`src/common/miss_pkg.sv`:
```
// miss unit package with address geometry, data types and request/return encodings
package miss_pkg;

  ////////////////////////////////////////////////////////////////////////////
  // address geometry
  ////////////////////////////////////////////////////////////////////////////

  localparam int unsigned PaddrWidth  = 32;
  localparam int unsigned LineWidth   = 128;
  localparam int unsigned OffsetWidth = 4;
  localparam int unsigned NumLines    = 16;
  localparam int unsigned IndexWidth  = 4;
  localparam int unsigned TagWidth    = PaddrWidth - IndexWidth - OffsetWidth;
  localparam int unsigned TidWidth    = 4;
  localparam int unsigned WordWidth   = 64;

  typedef logic [PaddrWidth-1:0] paddr_t;
  typedef logic [LineWidth-1:0]  line_t;
  typedef logic [WordWidth-1:0]  word_t;
  typedef logic [TagWidth-1:0]   tag_t;
  typedef logic [IndexWidth-1:0] cl_idx_t;
  typedef logic [TidWidth-1:0]   tid_t;
  // 0 byte, 1 half, 2 word, 3 double, 7 full line
  typedef logic [2:0]            size_t;

  localparam size_t SizeLine = 3'd7;

  ////////////////////////////////////////////////////////////////////////////
  // request and return encodings
  ////////////////////////////////////////////////////////////////////////////

  typedef enum logic {
    REQ_LOAD,
    REQ_STORE
  } req_type_e;

  typedef enum logic [1:0] {
    RTRN_LOAD_ACK,
    RTRN_STORE_ACK,
    RTRN_OTHER
  } rtrn_type_e;

  // clear the low address bits covered by the access size
  function automatic paddr_t paddr_align(paddr_t paddr, size_t size);
    paddr_t aligned;
    aligned = paddr;
    case (size)
      3'd1:     aligned[0]             = 1'b0;
      3'd2:     aligned[1:0]           = 2'b00;
      3'd3:     aligned[2:0]           = 3'b000;
      SizeLine: aligned[OffsetWidth-1:0] = '0;
      default:  ;
    endcase
    return aligned;
  endfunction

endpackage

```
`src/miss_unit/miss_arbiter.sv`:
```
// miss port arbiter, picks the lowest pending port with read masking and request lock
module miss_arbiter #(
  parameter int unsigned  NumPorts     = 3,
  localparam int unsigned PortIdxWidth = $clog2(NumPorts)
) (
  input  logic                    clk_i,
  input  logic                    rst_ni,
  input  logic [NumPorts-1:0]     miss_req_i,
  input  logic                    mask_reads_i,
  input  logic                    lock_reqs_i,
  output logic [PortIdxWidth-1:0] port_idx_o,
  output logic                    any_req_o
);

  // the last port is the write port, all others read
  localparam logic [NumPorts-1:0] WriteMask = {1'b1, {(NumPorts-1){1'b0}}};

  logic [NumPorts-1:0] req_masked_d;
  logic [NumPorts-1:0] req_masked_q;

  // locked selection reuses the vector seen when the request went out
  always_comb begin : p_mask
    if (lock_reqs_i) begin
      req_masked_d = req_masked_q;
    end else if (mask_reads_i) begin
      req_masked_d = miss_req_i & WriteMask;
    end else begin
      req_masked_d = miss_req_i;
    end
  end

  always_ff @(posedge clk_i or negedge rst_ni) begin : p_regs
    if (!rst_ni) begin
      req_masked_q <= '0;
    end else begin
      req_masked_q <= req_masked_d;
    end
  end

  // walk from the top so the lowest set bit wins
  always_comb begin : p_pick
    port_idx_o = '0;
    for (int i = NumPorts - 1; i >= 0; i--) begin
      if (req_masked_d[i]) begin
        port_idx_o = PortIdxWidth'(i);
      end
    end
  end

  assign any_req_o = |req_masked_d;

endmodule

```
`src/miss_unit/miss_mshr.sv`:
```
// read miss status register with replacement way choice and write collision check
module miss_mshr #(
  parameter int unsigned  NumPorts     = 3,
  parameter int unsigned  NumWays      = 4,
  localparam int unsigned PortIdxWidth = $clog2(NumPorts),
  localparam int unsigned WayWidth     = $clog2(NumWays)
) (
  input  logic                              clk_i,
  input  logic                              rst_ni,
  input  logic                              allocate_i,
  input  logic                              lfsr_step_i,
  input  logic                              load_ack_i,
  input  logic [PortIdxWidth-1:0]           port_idx_i,
  input  miss_pkg::paddr_t [NumPorts-1:0]   miss_paddr_i,
  input  miss_pkg::size_t [NumPorts-1:0]    miss_size_i,
  input  miss_pkg::tid_t [NumPorts-1:0]     miss_id_i,
  input  logic [NumPorts-1:0][NumWays-1:0]  miss_vld_bits_i,
  output logic                              mshr_vld_o,
  output miss_pkg::paddr_t                  mshr_paddr_o,
  output miss_pkg::tid_t                    mshr_id_o,
  output logic [PortIdxWidth-1:0]           mshr_port_o,
  output logic [WayWidth-1:0]               mshr_way_o,
  output logic [WayWidth-1:0]               repl_way_o,
  output logic                              all_ways_valid_o,
  output logic                              wr_collision_o
);

  import miss_pkg::*;

  logic [NumWays-1:0]      vld_bits;
  logic [WayWidth-1:0]     inv_way;
  logic [7:0]              lfsr_q;
  logic                    lfsr_fb;
  logic                    mshr_vld_q;
  paddr_t                  mshr_paddr_q;
  tid_t                    mshr_id_q;
  logic [PortIdxWidth-1:0] mshr_port_q;
  logic [WayWidth-1:0]     mshr_way_q;

  ////////////////////////////////////////////////////////////////////////////
  // replacement way
  ////////////////////////////////////////////////////////////////////////////

  assign vld_bits = miss_vld_bits_i[port_idx_i];

  // first invalid way, lowest index wins
  always_comb begin : p_inv_way
    inv_way = '0;
    for (int w = NumWays - 1; w >= 0; w--) begin
      if (!vld_bits[w]) begin
        inv_way = WayWidth'(w);
      end
    end
  end

  assign all_ways_valid_o = &vld_bits;

  // fibonacci lfsr, taps 8 6 5 4
  assign lfsr_fb = lfsr_q[7] ^ lfsr_q[5] ^ lfsr_q[4] ^ lfsr_q[3];

  always_ff @(posedge clk_i or negedge rst_ni) begin : p_lfsr
    if (!rst_ni) begin
      lfsr_q <= 8'h01;
    end else if (lfsr_step_i) begin
      lfsr_q <= {lfsr_q[6:0], lfsr_fb};
    end
  end

  // random eviction only when every way holds a line
  assign repl_way_o = all_ways_valid_o ? lfsr_q[WayWidth-1:0] : inv_way;

  ////////////////////////////////////////////////////////////////////////////
  // miss register
  ////////////////////////////////////////////////////////////////////////////

  // allocation wins over a clearing load ack in the same cycle
  always_ff @(posedge clk_i or negedge rst_ni) begin : p_vld
    if (!rst_ni) begin
      mshr_vld_q <= 1'b0;
    end else if (allocate_i) begin
      mshr_vld_q <= 1'b1;
    end else if (load_ack_i) begin
      mshr_vld_q <= 1'b0;
    end
  end

  always_ff @(posedge clk_i) begin : p_payload
    if (allocate_i) begin
      mshr_paddr_q <= paddr_align(miss_paddr_i[port_idx_i], miss_size_i[port_idx_i]);
      mshr_id_q    <= miss_id_i[port_idx_i];
      mshr_port_q  <= port_idx_i;
      mshr_way_q   <= repl_way_o;
    end
  end

  // a store to the line being refilled has to wait for the refill
  assign wr_collision_o = mshr_vld_q &&
      (miss_paddr_i[NumPorts-1][PaddrWidth-1:OffsetWidth] ==
       mshr_paddr_q[PaddrWidth-1:OffsetWidth]);

  assign mshr_vld_o   = mshr_vld_q;
  assign mshr_paddr_o = mshr_paddr_q;
  assign mshr_id_o    = mshr_id_q;
  assign mshr_port_o  = mshr_port_q;
  assign mshr_way_o   = mshr_way_q;

endmodule

```
`src/miss_unit/miss_ctrl.sv`:
```
// miss control FSM with flush walk, cache enable and store tracking
module miss_ctrl #(
  parameter int unsigned  NumPorts     = 3,
  localparam int unsigned PortIdxWidth = $clog2(NumPorts)
) (
  input  logic                    clk_i,
  input  logic                    rst_ni,
  input  logic                    enable_i,
  input  logic                    flush_i,
  input  logic                    wbuffer_empty_i,
  input  logic                    any_req_i,
  input  logic [PortIdxWidth-1:0] port_idx_i,
  input  logic                    mshr_vld_i,
  input  logic                    wr_collision_i,
  input  logic                    all_ways_valid_i,
  input  logic                    mem_ack_i,
  input  logic                    load_ack_i,
  input  logic                    store_ack_in_i,
  output logic                    flush_ack_o,
  output logic                    cache_en_o,
  output logic                    mask_reads_o,
  output logic                    lock_reqs_o,
  output logic                    allocate_o,
  output logic                    lfsr_step_o,
  output logic                    mem_req_o,
  output miss_pkg::req_type_e     mem_type_o,
  output logic                    flush_en_o,
  output miss_pkg::cl_idx_t       flush_idx_o,
  output logic                    store_ack_o
);

  import miss_pkg::*;

  typedef enum logic [2:0] {
    IDLE,
    DRAIN,
    FLUSH,
    STORE_WAIT,
    LOAD_WAIT
  } state_e;

  state_e     state_d, state_q;
  cl_idx_t    cnt_d, cnt_q;
  logic       flush_done;
  logic       enable_d, enable_q;
  logic       flush_ack_d, flush_ack_q;
  logic       miss_is_write;
  logic       store_sent;
  // up to 8 stores in flight
  logic [3:0] stores_q;

  ////////////////////////////////////////////////////////////////////////////
  // flush walk and store tracking
  ////////////////////////////////////////////////////////////////////////////

  assign cnt_d       = flush_en_o ? cnt_q + 1'b1 : '0;
  assign flush_done  = (cnt_q == cl_idx_t'(NumLines - 1));
  assign flush_idx_o = cnt_q;
  assign cache_en_o  = enable_q;

  assign miss_is_write = (port_idx_i == PortIdxWidth'(NumPorts - 1));

  assign store_sent  = mem_req_o && mem_ack_i && (mem_type_o == REQ_STORE);
  // acks with nothing outstanding are dropped
  assign store_ack_o = store_ack_in_i && (stores_q != '0);

  ////////////////////////////////////////////////////////////////////////////
  // control FSM
  ////////////////////////////////////////////////////////////////////////////

  always_comb begin : p_fsm
    state_d      = state_q;
    flush_ack_o  = 1'b0;
    flush_ack_d  = flush_ack_q;
    // disabling takes effect at once, enabling goes through a flush
    enable_d     = enable_q & enable_i;
    flush_en_o   = 1'b0;
    mem_req_o    = 1'b0;
    mem_type_o   = REQ_LOAD;
    allocate_o   = 1'b0;
    lfsr_step_o  = 1'b0;
    lock_reqs_o  = 1'b0;
    // a returning refill frees the MSHR in this very cycle
    mask_reads_o = mshr_vld_i & ~load_ack_i;

    case (state_q)
      IDLE: begin
        if (flush_i || (enable_i && !enable_q)) begin
          if (wbuffer_empty_i && !mshr_vld_i) begin
            flush_ack_d = flush_i;
            state_d     = FLUSH;
          end else begin
            state_d = DRAIN;
          end
        end else if (any_req_i) begin
          if (miss_is_write) begin
            // stores pass through unless they hit the pending line
            if (!wr_collision_i) begin
              mem_req_o  = 1'b1;
              mem_type_o = REQ_STORE;
              if (!mem_ack_i) begin
                state_d = STORE_WAIT;
              end
            end
          end else if (!mshr_vld_i || load_ack_i) begin
            mem_req_o   = 1'b1;
            mem_type_o  = REQ_LOAD;
            allocate_o  = mem_ack_i;
            lfsr_step_o = all_ways_valid_i & mem_ack_i;
            if (!mem_ack_i) begin
              state_d = LOAD_WAIT;
            end
          end
        end
      end

      STORE_WAIT: begin
        lock_reqs_o = 1'b1;
        mem_req_o   = 1'b1;
        mem_type_o  = REQ_STORE;
        if (mem_ack_i) begin
          state_d = IDLE;
        end
      end

      LOAD_WAIT: begin
        lock_reqs_o = 1'b1;
        mem_req_o   = 1'b1;
        mem_type_o  = REQ_LOAD;
        if (mem_ack_i) begin
          allocate_o  = 1'b1;
          lfsr_step_o = all_ways_valid_i;
          state_d     = IDLE;
        end
      end

      // only stores go out until the write buffer and MSHR are empty
      DRAIN: begin
        mask_reads_o = 1'b1;
        if (any_req_i && !wr_collision_i) begin
          mem_req_o  = 1'b1;
          mem_type_o = REQ_STORE;
        end
        if (wbuffer_empty_i && !mshr_vld_i) begin
          state_d = IDLE;
        end
      end

      FLUSH: begin
        flush_en_o = 1'b1;
        if (flush_done) begin
          flush_ack_o = flush_ack_q;
          flush_ack_d = 1'b0;
          enable_d    = enable_i;
          state_d     = IDLE;
        end
      end

      default: begin
        state_d = IDLE;
      end
    endcase
  end

  always_ff @(posedge clk_i or negedge rst_ni) begin : p_regs
    if (!rst_ni) begin
      state_q     <= FLUSH;
      cnt_q       <= '0;
      enable_q    <= 1'b0;
      flush_ack_q <= 1'b0;
      stores_q    <= '0;
    end else begin
      state_q     <= state_d;
      cnt_q       <= cnt_d;
      enable_q    <= enable_d;
      flush_ack_q <= flush_ack_d;
      // a send and an ack together leave the count unchanged
      if (store_sent && !store_ack_o) begin
        stores_q <= stores_q + 1'b1;
      end else if (store_ack_o && !store_sent) begin
        stores_q <= stores_q - 1'b1;
      end
    end
  end

endmodule

```
`src/miss_unit/miss_unit.sv`:
```
// write-through L1 data cache miss unit, memory request mux and cache line write port
module miss_unit #(
  parameter int unsigned  NumPorts     = 3,
  parameter int unsigned  NumWays      = 4,
  localparam int unsigned PortIdxWidth = $clog2(NumPorts),
  localparam int unsigned WayWidth     = $clog2(NumWays)
) (
  input  logic                             clk_i,
  input  logic                             rst_ni,
  input  logic                             enable_i,
  input  logic                             flush_i,
  input  logic                             wbuffer_empty_i,
  output logic                             flush_ack_o,
  output logic                             cache_en_o,
  output logic                             miss_o,
  input  logic [NumPorts-1:0]              miss_req_i,
  input  miss_pkg::paddr_t [NumPorts-1:0]  miss_paddr_i,
  input  miss_pkg::size_t [NumPorts-1:0]   miss_size_i,
  input  miss_pkg::tid_t [NumPorts-1:0]    miss_id_i,
  input  logic [NumPorts-1:0][NumWays-1:0] miss_vld_bits_i,
  input  miss_pkg::word_t [NumPorts-1:0]   miss_wdata_i,
  output logic [NumPorts-1:0]              miss_ack_o,
  output logic [NumPorts-1:0]              miss_rtrn_vld_o,
  output miss_pkg::tid_t                   miss_rtrn_id_o,
  output logic                             mem_req_o,
  output miss_pkg::req_type_e              mem_type_o,
  output miss_pkg::paddr_t                 mem_paddr_o,
  output miss_pkg::size_t                  mem_size_o,
  output miss_pkg::tid_t                   mem_tid_o,
  output logic [WayWidth-1:0]              mem_way_o,
  output miss_pkg::word_t                  mem_wdata_o,
  input  logic                             mem_ack_i,
  input  logic                             mem_rtrn_vld_i,
  input  miss_pkg::rtrn_type_e             mem_rtrn_type_i,
  input  miss_pkg::tid_t                   mem_rtrn_tid_i,
  input  miss_pkg::line_t                  mem_rtrn_data_i,
  output logic                             wr_cl_vld_o,
  output logic [NumWays-1:0]               wr_cl_we_o,
  output miss_pkg::tag_t                   wr_cl_tag_o,
  output miss_pkg::cl_idx_t                wr_cl_idx_o,
  output miss_pkg::line_t                  wr_cl_data_o,
  output logic [NumWays-1:0]               wr_vld_bits_o
);

  import miss_pkg::*;

  logic [PortIdxWidth-1:0] port_idx;
  logic                    any_req;
  logic                    mask_reads;
  logic                    lock_reqs;
  logic                    allocate;
  logic                    lfsr_step;
  logic                    mshr_vld;
  logic                    wr_collision;
  logic                    all_ways_valid;
  logic                    load_ack;
  logic                    store_ack_raw;
  logic                    store_ack;
  logic                    flush_en;
  cl_idx_t                 flush_idx;
  paddr_t                  mshr_paddr;
  tid_t                    mshr_id;
  logic [PortIdxWidth-1:0] mshr_port;
  logic [WayWidth-1:0]     mshr_way;
  logic [WayWidth-1:0]     repl_way;
  logic [NumWays-1:0]      refill_oh;

  miss_arbiter #(
    .NumPorts(NumPorts)
  ) i_arbiter (
    .clk_i       (clk_i),
    .rst_ni      (rst_ni),
    .miss_req_i  (miss_req_i),
    .mask_reads_i(mask_reads),
    .lock_reqs_i (lock_reqs),
    .port_idx_o  (port_idx),
    .any_req_o   (any_req)
  );

  miss_mshr #(
    .NumPorts(NumPorts),
    .NumWays (NumWays)
  ) i_mshr (
    .clk_i           (clk_i),
    .rst_ni          (rst_ni),
    .allocate_i      (allocate),
    .lfsr_step_i     (lfsr_step),
    .load_ack_i      (load_ack),
    .port_idx_i      (port_idx),
    .miss_paddr_i    (miss_paddr_i),
    .miss_size_i     (miss_size_i),
    .miss_id_i       (miss_id_i),
    .miss_vld_bits_i (miss_vld_bits_i),
    .mshr_vld_o      (mshr_vld),
    .mshr_paddr_o    (mshr_paddr),
    .mshr_id_o       (mshr_id),
    .mshr_port_o     (mshr_port),
    .mshr_way_o      (mshr_way),
    .repl_way_o      (repl_way),
    .all_ways_valid_o(all_ways_valid),
    .wr_collision_o  (wr_collision)
  );

  miss_ctrl #(
    .NumPorts(NumPorts)
  ) i_ctrl (
    .clk_i           (clk_i),
    .rst_ni          (rst_ni),
    .enable_i        (enable_i),
    .flush_i         (flush_i),
    .wbuffer_empty_i (wbuffer_empty_i),
    .any_req_i       (any_req),
    .port_idx_i      (port_idx),
    .mshr_vld_i      (mshr_vld),
    .wr_collision_i  (wr_collision),
    .all_ways_valid_i(all_ways_valid),
    .mem_ack_i       (mem_ack_i),
    .load_ack_i      (load_ack),
    .store_ack_in_i  (store_ack_raw),
    .flush_ack_o     (flush_ack_o),
    .cache_en_o      (cache_en_o),
    .mask_reads_o    (mask_reads),
    .lock_reqs_o     (lock_reqs),
    .allocate_o      (allocate),
    .lfsr_step_o     (lfsr_step),
    .mem_req_o       (mem_req_o),
    .mem_type_o      (mem_type_o),
    .flush_en_o      (flush_en),
    .flush_idx_o     (flush_idx),
    .store_ack_o     (store_ack)
  );

  ////////////////////////////////////////////////////////////////////////////
  // memory request and returns
  ////////////////////////////////////////////////////////////////////////////

  assign mem_paddr_o = paddr_align(miss_paddr_i[port_idx], miss_size_i[port_idx]);
  assign mem_size_o  = miss_size_i[port_idx];
  assign mem_tid_o   = miss_id_i[port_idx];
  assign mem_wdata_o = miss_wdata_i[port_idx];
  // stores carry no way
  assign mem_way_o   = (mem_type_o == REQ_LOAD) ? repl_way : '0;
  assign miss_o      = allocate;

  always_comb begin : p_ack
    miss_ack_o           = '0;
    miss_ack_o[port_idx] = mem_req_o & mem_ack_i;
  end

  assign load_ack      = mem_rtrn_vld_i && (mem_rtrn_type_i == RTRN_LOAD_ACK) && mshr_vld;
  assign store_ack_raw = mem_rtrn_vld_i && (mem_rtrn_type_i == RTRN_STORE_ACK);

  always_comb begin : p_rtrn
    miss_rtrn_vld_o = '0;
    if (load_ack) begin
      miss_rtrn_vld_o[mshr_port] = 1'b1;
    end
    if (store_ack) begin
      miss_rtrn_vld_o[NumPorts-1] = 1'b1;
    end
  end

  assign miss_rtrn_id_o = load_ack ? mshr_id : mem_rtrn_tid_i;

  ////////////////////////////////////////////////////////////////////////////
  // cache line write port
  ////////////////////////////////////////////////////////////////////////////

  always_comb begin : p_refill_oh
    refill_oh           = '0;
    refill_oh[mshr_way] = 1'b1;
  end

  // flush clears every way of a line, refill sets one way
  assign wr_cl_vld_o   = flush_en | load_ack;
  assign wr_cl_we_o    = flush_en ? '1 : (load_ack ? refill_oh : '0);
  assign wr_vld_bits_o = (!flush_en && load_ack) ? refill_oh : '0;
  assign wr_cl_idx_o   = flush_en ? flush_idx :
                         mshr_paddr[IndexWidth+OffsetWidth-1:OffsetWidth];
  assign wr_cl_tag_o   = mshr_paddr[PaddrWidth-1:IndexWidth+OffsetWidth];
  assign wr_cl_data_o  = mem_rtrn_data_i;

endmodule

```
`config.mk`:
```
export PLATFORM = sky130hd
export DESIGN_NAME = miss_unit
export DESIGN_NICKNAME = d
export VERILOG_FILES = /design/src/common/miss_pkg.sv /design/src/miss_unit/miss_arbiter.sv /design/src/miss_unit/miss_mshr.sv /design/src/miss_unit/miss_ctrl.sv /design/src/miss_unit/miss_unit.sv
export SDC_FILE = /design/constraint.sdc
export NUM_CORES = 1
export LEC_CHECK = 0
export BUFFER_PORTS_ARGS = -buffer_cell sky130_fd_sc_hd__buf_2
export CAP_MARGIN = 20
export CORE_AREA = 5 5 289 291
export CTS_CLUSTER_SIZE = 20
export DETAILED_ROUTE_END_ITERATION = 6
export DIE_AREA = 0 0 294 296
export PLACE_DENSITY = 0.33
export RECOVER_POWER = 25
export SKIP_LAST_GASP = 1
export SLEW_MARGIN = 10
export SYNTH_ARGS = -nofsm -noshare
export SYNTH_HDL_FRONTEND = slang
export SYNTH_SLANG_ARGS = --single-unit
```
`constraint.sdc`:
```
create_clock -name clk_i -period 4.8 [get_ports clk_i]
set_input_delay 0.48 -clock clk_i [delete_from_list [all_inputs] [get_ports clk_i]]
set_output_delay 0.48 -clock clk_i [all_outputs]
set_load 0.01 [all_outputs]
```
### Yosys cells after proc, flatten, opt, wreduce, memory -nomap -nowiden

Index checks and enable logic that the tools add are counted.

* bits in registers: 65
* bits of input ports: 465
* logic and storage cells: 179

* $add $sub $neg: 3
* magnitude comparators: 6
* equal/unequal tests: 21
* multiplexer cells: 89
* bitwise operators: 10
* reduce and logical (&&, ||, !) cells: 38

Operators by type and width (number)
* $bmux 64 s2: 1
* $bmux 32 s2: 1
* $mux 64: 1
* $mux 4: 10
* $mux 1: 39
* $mux 3: 13
* $mux 32: 1
* $eq 28x28->1: 1
* $mux 2: 11
* $bmux 4 s2: 2
* $logic_and 1x1->1: 16
* $eq 3x2->1 const B: 4
* $pmux 3 s4: 1
* $ne 2x1->1 const B: 5
* $lt 2x3->1 const B: 3
* $add 4x1->4 const B: 2
* $reduce_and 4->1: 2
* $reduce_and 7->1: 1
* $bmux 3 s2: 1
* $demux 1 s2: 3
* $eq 3x1->1 const B: 2
* $eq 3x3->1 const B: 2
* $ge 2x1->1 const B: 3
* $logic_not 1->1: 6
* other kinds (23): 36

### Logic depth before layout (Yosys ltp)

* word-level depth: 22
* mapped depth: 18
* depth with buffers taken out: 17

### Modules after synthesis

A second synthesis with hierarchy kept.

* cell total of the unflattened synthesis: 880
* area, all modules: 7517.2 sq um

By module, submodules not included
* miss_unit: times used 1, cells an instance 513, area an instance 3472.1 sq um, seq. area each 0.0 sq um
* miss_mshr: times used 1, cells an instance 258, area an instance 2921.6 sq um, seq. area each 1427.6 sq um
* miss_ctrl: times used 1, cells an instance 89, area an instance 912.1 sq um, seq. area each 326.6 sq um
* miss_arbiter: times used 1, cells an instance 20, area an instance 211.5 sq um, seq. area each 75.1 sq um

### Worst setup path before layout

No wires, ideal clock.

* path kind: in2reg
* start: in mem_rtrn_type_i[0]
* end: reg i_mshr.lfsr_q[3]
* setup time: 0.128 ns
* arrival time: 4.405 ns
* required time: 4.672 ns
* setup slack: 0.267 ns
* stages: 6
* cells stage by stage: nor3b_1 nand2b_1 a31oi_1 nor4b_2 nand4_4 mux2_1

* word-level cells in the longest chain between the ends: 19
* elaborated cells between the ends (all ways): 23
* classes of those cells: eq/ne: 1; mux: 13; bitwise: 3; reduce/logical: 6

Ends and longest elaborated chain
* start: declaration: RTL line miss_unit.sv:34 `input miss_pkg::rtrn_type_e mem_rtrn_type_i,`
* $logic_not 2->1 (*): RTL line miss_unit.sv:150 `assign load_ack = mem_rtrn_vld_i && (mem_rtrn_type_i == RTRN_LOAD_ACK) && mshr_vld;`
* $logic_and 1x1->1 (*) (2 in series): RTL line miss_unit.sv:150
* $not 1->1: RTL line miss_ctrl.sv:84 `mask_reads_o = mshr_vld_i & ~load_ack_i;`
* $and 1x1->1: RTL line miss_ctrl.sv:84
* $mux 1: RTL line miss_ctrl.sv:86 `case (state_q)`
* $mux 2: RTL line miss_arbiter.sv:25 `end else if (mask_reads_i) begin`
* $mux 3: RTL line miss_arbiter.sv:23 `if (lock_reqs_i) begin`
* $mux 2 (2 in series): RTL line miss_arbiter.sv:44 `if (req_masked_d[i]) begin`
* $bmux 4 s2: RTL line miss_mshr.sv:44 `assign vld_bits = miss_vld_bits_i[port_idx_i];`
* $mux 4 (not written as such): RTL line miss_mshr.sv:44
* $reduce_and 4->1: RTL line miss_mshr.sv:56 `assign all_ways_valid_o = &vld_bits;`
* $and 1x1->1: RTL line miss_ctrl.sv:109 `lfsr_step_o = all_ways_valid_i & mem_ack_i;`
* $mux 1: RTL line miss_ctrl.sv:105 `end else if (!mshr_vld_i || load_ack_i) begin`
* $mux 1: RTL line miss_ctrl.sv:96 `if (miss_is_write) begin`
* $mux 1: RTL line miss_ctrl.sv:95 `end else if (any_req_i) begin`
* $mux 1: RTL line miss_ctrl.sv:88 `if (flush_i || (enable_i && !enable_q)) begin`
* $pmux 1 s2 (*): RTL line miss_ctrl.sv:86
* end signal: assignment: RTL line miss_mshr.sv:65 `lfsr_q <= {lfsr_q[6:0], lfsr_fb};`
* end: declaration: RTL line miss_mshr.sv:32 `logic [7:0] lfsr_q;`

Every way passes the cells marked *; elsewhere a longest branch is shown, timed or not. The select of a mux whose other input is x is not followed.
A chain may end at the register's enable or synchronous reset.

### Worst setup path in the final report

* start: reg i_ctrl.state_q[1]
* end: out mem_paddr_o[3]

* word-level cells in the longest chain between the ends: 11
* elaborated cells between the ends (all ways): 17
* classes of those cells: eq/ne: 4; mux: 12; reduce/logical: 1

Ends and longest elaborated chain
* start: declaration: RTL line miss_ctrl.sv:42 `state_e state_d, state_q;`
* start signal: assignment: RTL line miss_ctrl.sv:173 `state_q <= state_d;`
* $eq 3x2->1 or $eq 3x3->1 (tied branches): RTL line miss_ctrl.sv:86
* $reduce_or 2->1 (no source line)
* $mux 1: RTL line miss_ctrl.sv:86
* $mux 3 (*): RTL line miss_arbiter.sv:23
* $mux 2 (2 in series): RTL line miss_arbiter.sv:44
* $mux 2 (*): RTL line miss_arbiter.sv:44
* $bmux 3 s2
* $mux 3
* $eq 3x3->1
* $mux 1 (*)
* end: declaration: RTL line miss_unit.sv:27 `output miss_pkg::paddr_t mem_paddr_o,`

Marks and branches as above.

==> flow_metrics.py <==
metrics = {
    "route": {
        "first_pass_iters": 5,
        "dr.first_iter.drc_count": 349,
        "drt-wirelength-per-cell_um": 27.5,
        "vias": 7160,
        "drt-total-wl_mm": 60.5,
        "viasPerCell": 3.25,
        "ant_nets": 0,
        "drc": 0,
    },
    "clock_network": {
        "clkSlewWorstSetupHoldPaths_ns": 0.06,
        "root_buffer": "clkbuf_16",
        "cts_resized": 0,
        "h-tree-depth": 3,
        "clockBufferDepth": 2,
        "ctsHoldBuffers": 0,
        "cts_setup_buffers": 0,
        "cts_tree": "done",
        "cts_buffers": 9,
        "clk_latency_ns": 0.35,
        "numClockSinks": 61,
    },
    "timing": {
        "finClkSkew_ns": 0.0113,
        "tightest_slew_ns": 1.60,
        "slew_headroom_pct": -6.40,
        "fmax_mhz": 219,
        "rsz0062_at_grt": "false",
        "drv_slew": 26,
        "setup_tns_ns": 0,
        "min_period_over_period_pct": 95.0,
        "setup_viol": 0,
        "period_needed_ns": 4.56,
        "hold_viol": 0,
    },
    "yosys": {
        "yosysWarnings": 0,
        "synth-seq-cells": 61,
        "synth_cell_type_count": 70,
        "yosys.area_share.simple_pct": 24.1,
        "synth_top_family_by_area": "simple AND/OR/NAND/NOR gates",
        "synth_edf_count": 36,
        "synthAdderAreaFrac_pct": 1.32,
        "synth_top_cell_area_share_pct": 18.5,
        "async_flop_share_pct": 41.0,
        "netlist_instances": 803,
        "syn_area_um2": 6180,
        "synthTopCellsByArea": "buf_4 (18%), edfxtp_1 (17%), nand2_1 (15%)",
        "synth_compound_area_share_pct": 16.8,
        "synth.yosys.seq_area_share_pct": 27.6,
        "synth_top_area_cell": "buf_4",
        "syn-num-nets": 1273,
        "synth.most_common_cell": "nand2_1",
        "avgSynthCellArea_um2": 7.70,
        "synthFlopType": "edfxtp_1",
        "synthTopCellsByCount": "nand2_1 (245), buf_4 (152), a22oi_1 (72)",
        "synth_mux_area_share_pct": 3.10,
        "synth_xor_area_share_pct": 5.24,
    },
    "global_routing": {
        "grt_usage_pct": 13.1,
        "grt_pass1_wl_mm": 75.7,
        "grt_start_max_net_pins": 107,
        "grt_overflow": 0,
        "grt_pass1_vias": 7576,
        "antenna_found_initial": 33,
    },
    "floorplanning": {
        "io_pins": 750,
        "dieArea_um2": 87000,
        "rows": 104,
        "fp.dieW_um": 294,
        "start_util_pct": 7.70,
        "core-area_um2": 80300,
        "die_h_um": 296,
    },
    "worst_hold_path": {
        "hp-class": "input port to flip-flop",
    },
    "run": {
        "max_cap_viol_count": 1,
    },
    "place": {
        "gp_congestion": 0.966,
        "port_buffers": 493,
        "dp_hpwl_mm": 54.9,
    },
    "cells_and_area": {
        "syn_to_final_growth_pct": 48.2,
        "drive_gt1_share_pct": 49.2,
        "utilization_pct": 11.4,
        "nNetsFinal": 1597,
    },
    "run_status": {
        "violations": "max-capacitance violations, max-slew violations",
        "status": "finished with violations",
    },
    "setup_path": {
        "crit_fanout": 88,
        "end_kind": "primary output",
        "cp-start-kind": "flip-flop",
        "arrival_ns": 4.08,
        "crit_required_ns": 4.32,
        "path_class": "flip-flop to primary output",
    },
    "power_and_ir_drop": {
        "p_leak_nw": 4.33,
        "ir_drop_uv": 349,
        "power_density_nw_per_um2": 642,
    },
}
flip-flops by register name, summed over array words and instances (netlist names):
name and count:
i_mshr.mshr_way_o 2, i_mshr.lfsr_q 8, i_ctrl.flush_idx_o 4, i_mshr.mshr_paddr_o 28, i_ctrl.stores_q 4, i_mshr.mshr_port_o 2, i_ctrl.cache_en_o 1, i_mshr.mshr_vld_o 1
i_ctrl.flush_ack_q 1, i_arbiter.req_masked_q 3, i_ctrl.state_q 3, i_mshr.mshr_id_o 4
report_power, final:
group          switching [mW]  leakage, nW  internal [mW]
clock                   0.269        0.161          0.447
combinational            2.79         3.51           1.50
sequential              0.122        0.653          0.753
total                    3.18         4.33           2.70
routing by layer:
layer / part of all wire, % / wire [um] / track usage [%] / vias to the layer above
met4: 4.3 / 2610 / 5.46 / 12
li1: - / - / - / 3279
met5: 0.44 / 264 / 1.63 / -
met1: 30 / 18200 / 11.7 / 3270
met3: 17 / 10200 / 9.60 / 85
met2: 48 / 29200 / 22.6 / 514
worst max-delay path, cell delays in order (launching register included):
cell	delay, ns
dfstp_2	0.70
or3b_1	0.48
o2111a_1	0.33
a221o_2	0.21
clkinv_4	0.22
buf_12	0.27
and2_1	0.30
a221oi_1	0.37
inv_1	0.11
a32oi_1	0.32
buf_2	0.20
layout make-up:
class | instances | area [um2]
clock inverter | 5 | 55.1
clock buffer | 11 | 264
fill | 9390 | 71100
inverter | 12 | 52.6
timing repair buffer | 505 | 2590
tap | 1060 | 1330
antenna | 10 | 25.0
multi-input combinational | 538 | 3140
sequential | 61 | 1710
stage by stage:
step                      power, mW  std cells  setup WS (ns)  instance area, um2  hold slack (ns)
after floorplan                3.36        803          0.267                6180            0.184
after global placement         5.29       2176          0.730                8820            0.464
after detailed placement       5.30       2176          0.689                8820            0.459
after CTS                      6.08       2192          0.288                9140            0.145
after global routing           6.43       2194         0.0450                9150            0.350
final                          5.89       2202          0.241                9170            0.363
path summary, 6_finish.rpt:
kind                       slack (ns)  cells after the start            endpoint               start
min in group asynchronous        0.52                      1    i_mshr.lfsr_q[3]              rst_ni
max in group asynchronous        3.34                      1  i_ctrl.flush_ack_q              rst_ni
min                              0.36                      2   i_ctrl.cache_en_o            enable_i
max                              0.24                     10      mem_paddr_o[3]   i_ctrl.state_q[1]
max reg2reg                      0.91                     16  i_ctrl.stores_q[3]   i_ctrl.state_q[1]
min reg2reg                      0.47                      1  i_ctrl.stores_q[3]  i_ctrl.stores_q[3]
cell families after synthesis:
| kind of cell | after synthesis |
|---|---|
| flip-flops | 61 |
| buffers and inverters | 204 |
| AND/OR/NAND/NOR | 345 |
| multiplexers | 17 |
| adder cells (fa/ha/maj) | 6 |
| AO/OA/AOI/OAI | 133 |
| XOR/XNOR | 37 |
cell usage in the layout (no fill, tap or decap), drive strengths merged, types with 2 or more instances in the layout:
cell type and n:
nor4 4, o21bai 2, clkbuf 12, a22o 2, a22oi 72, nand3 35, ha 4, a31oi 4
or2 4, diode 10, dfrtp 23, inv 12, o21ai 11, dfstp 2, xnor2 25, nor3b 3
o221ai 2, xor2 12, nor2 18, edfxtp 36, nand2b 5, a211oi 4, a221o 3, nand2 246
nand4b 2, clkinv 4, buf 504, a221oi 3, mux2 17, a21o 2, a21oi 12, nor3 7
o21a 2, and2 5, nor2b 3, nand4 6
(Power assumes the default switching activity.)
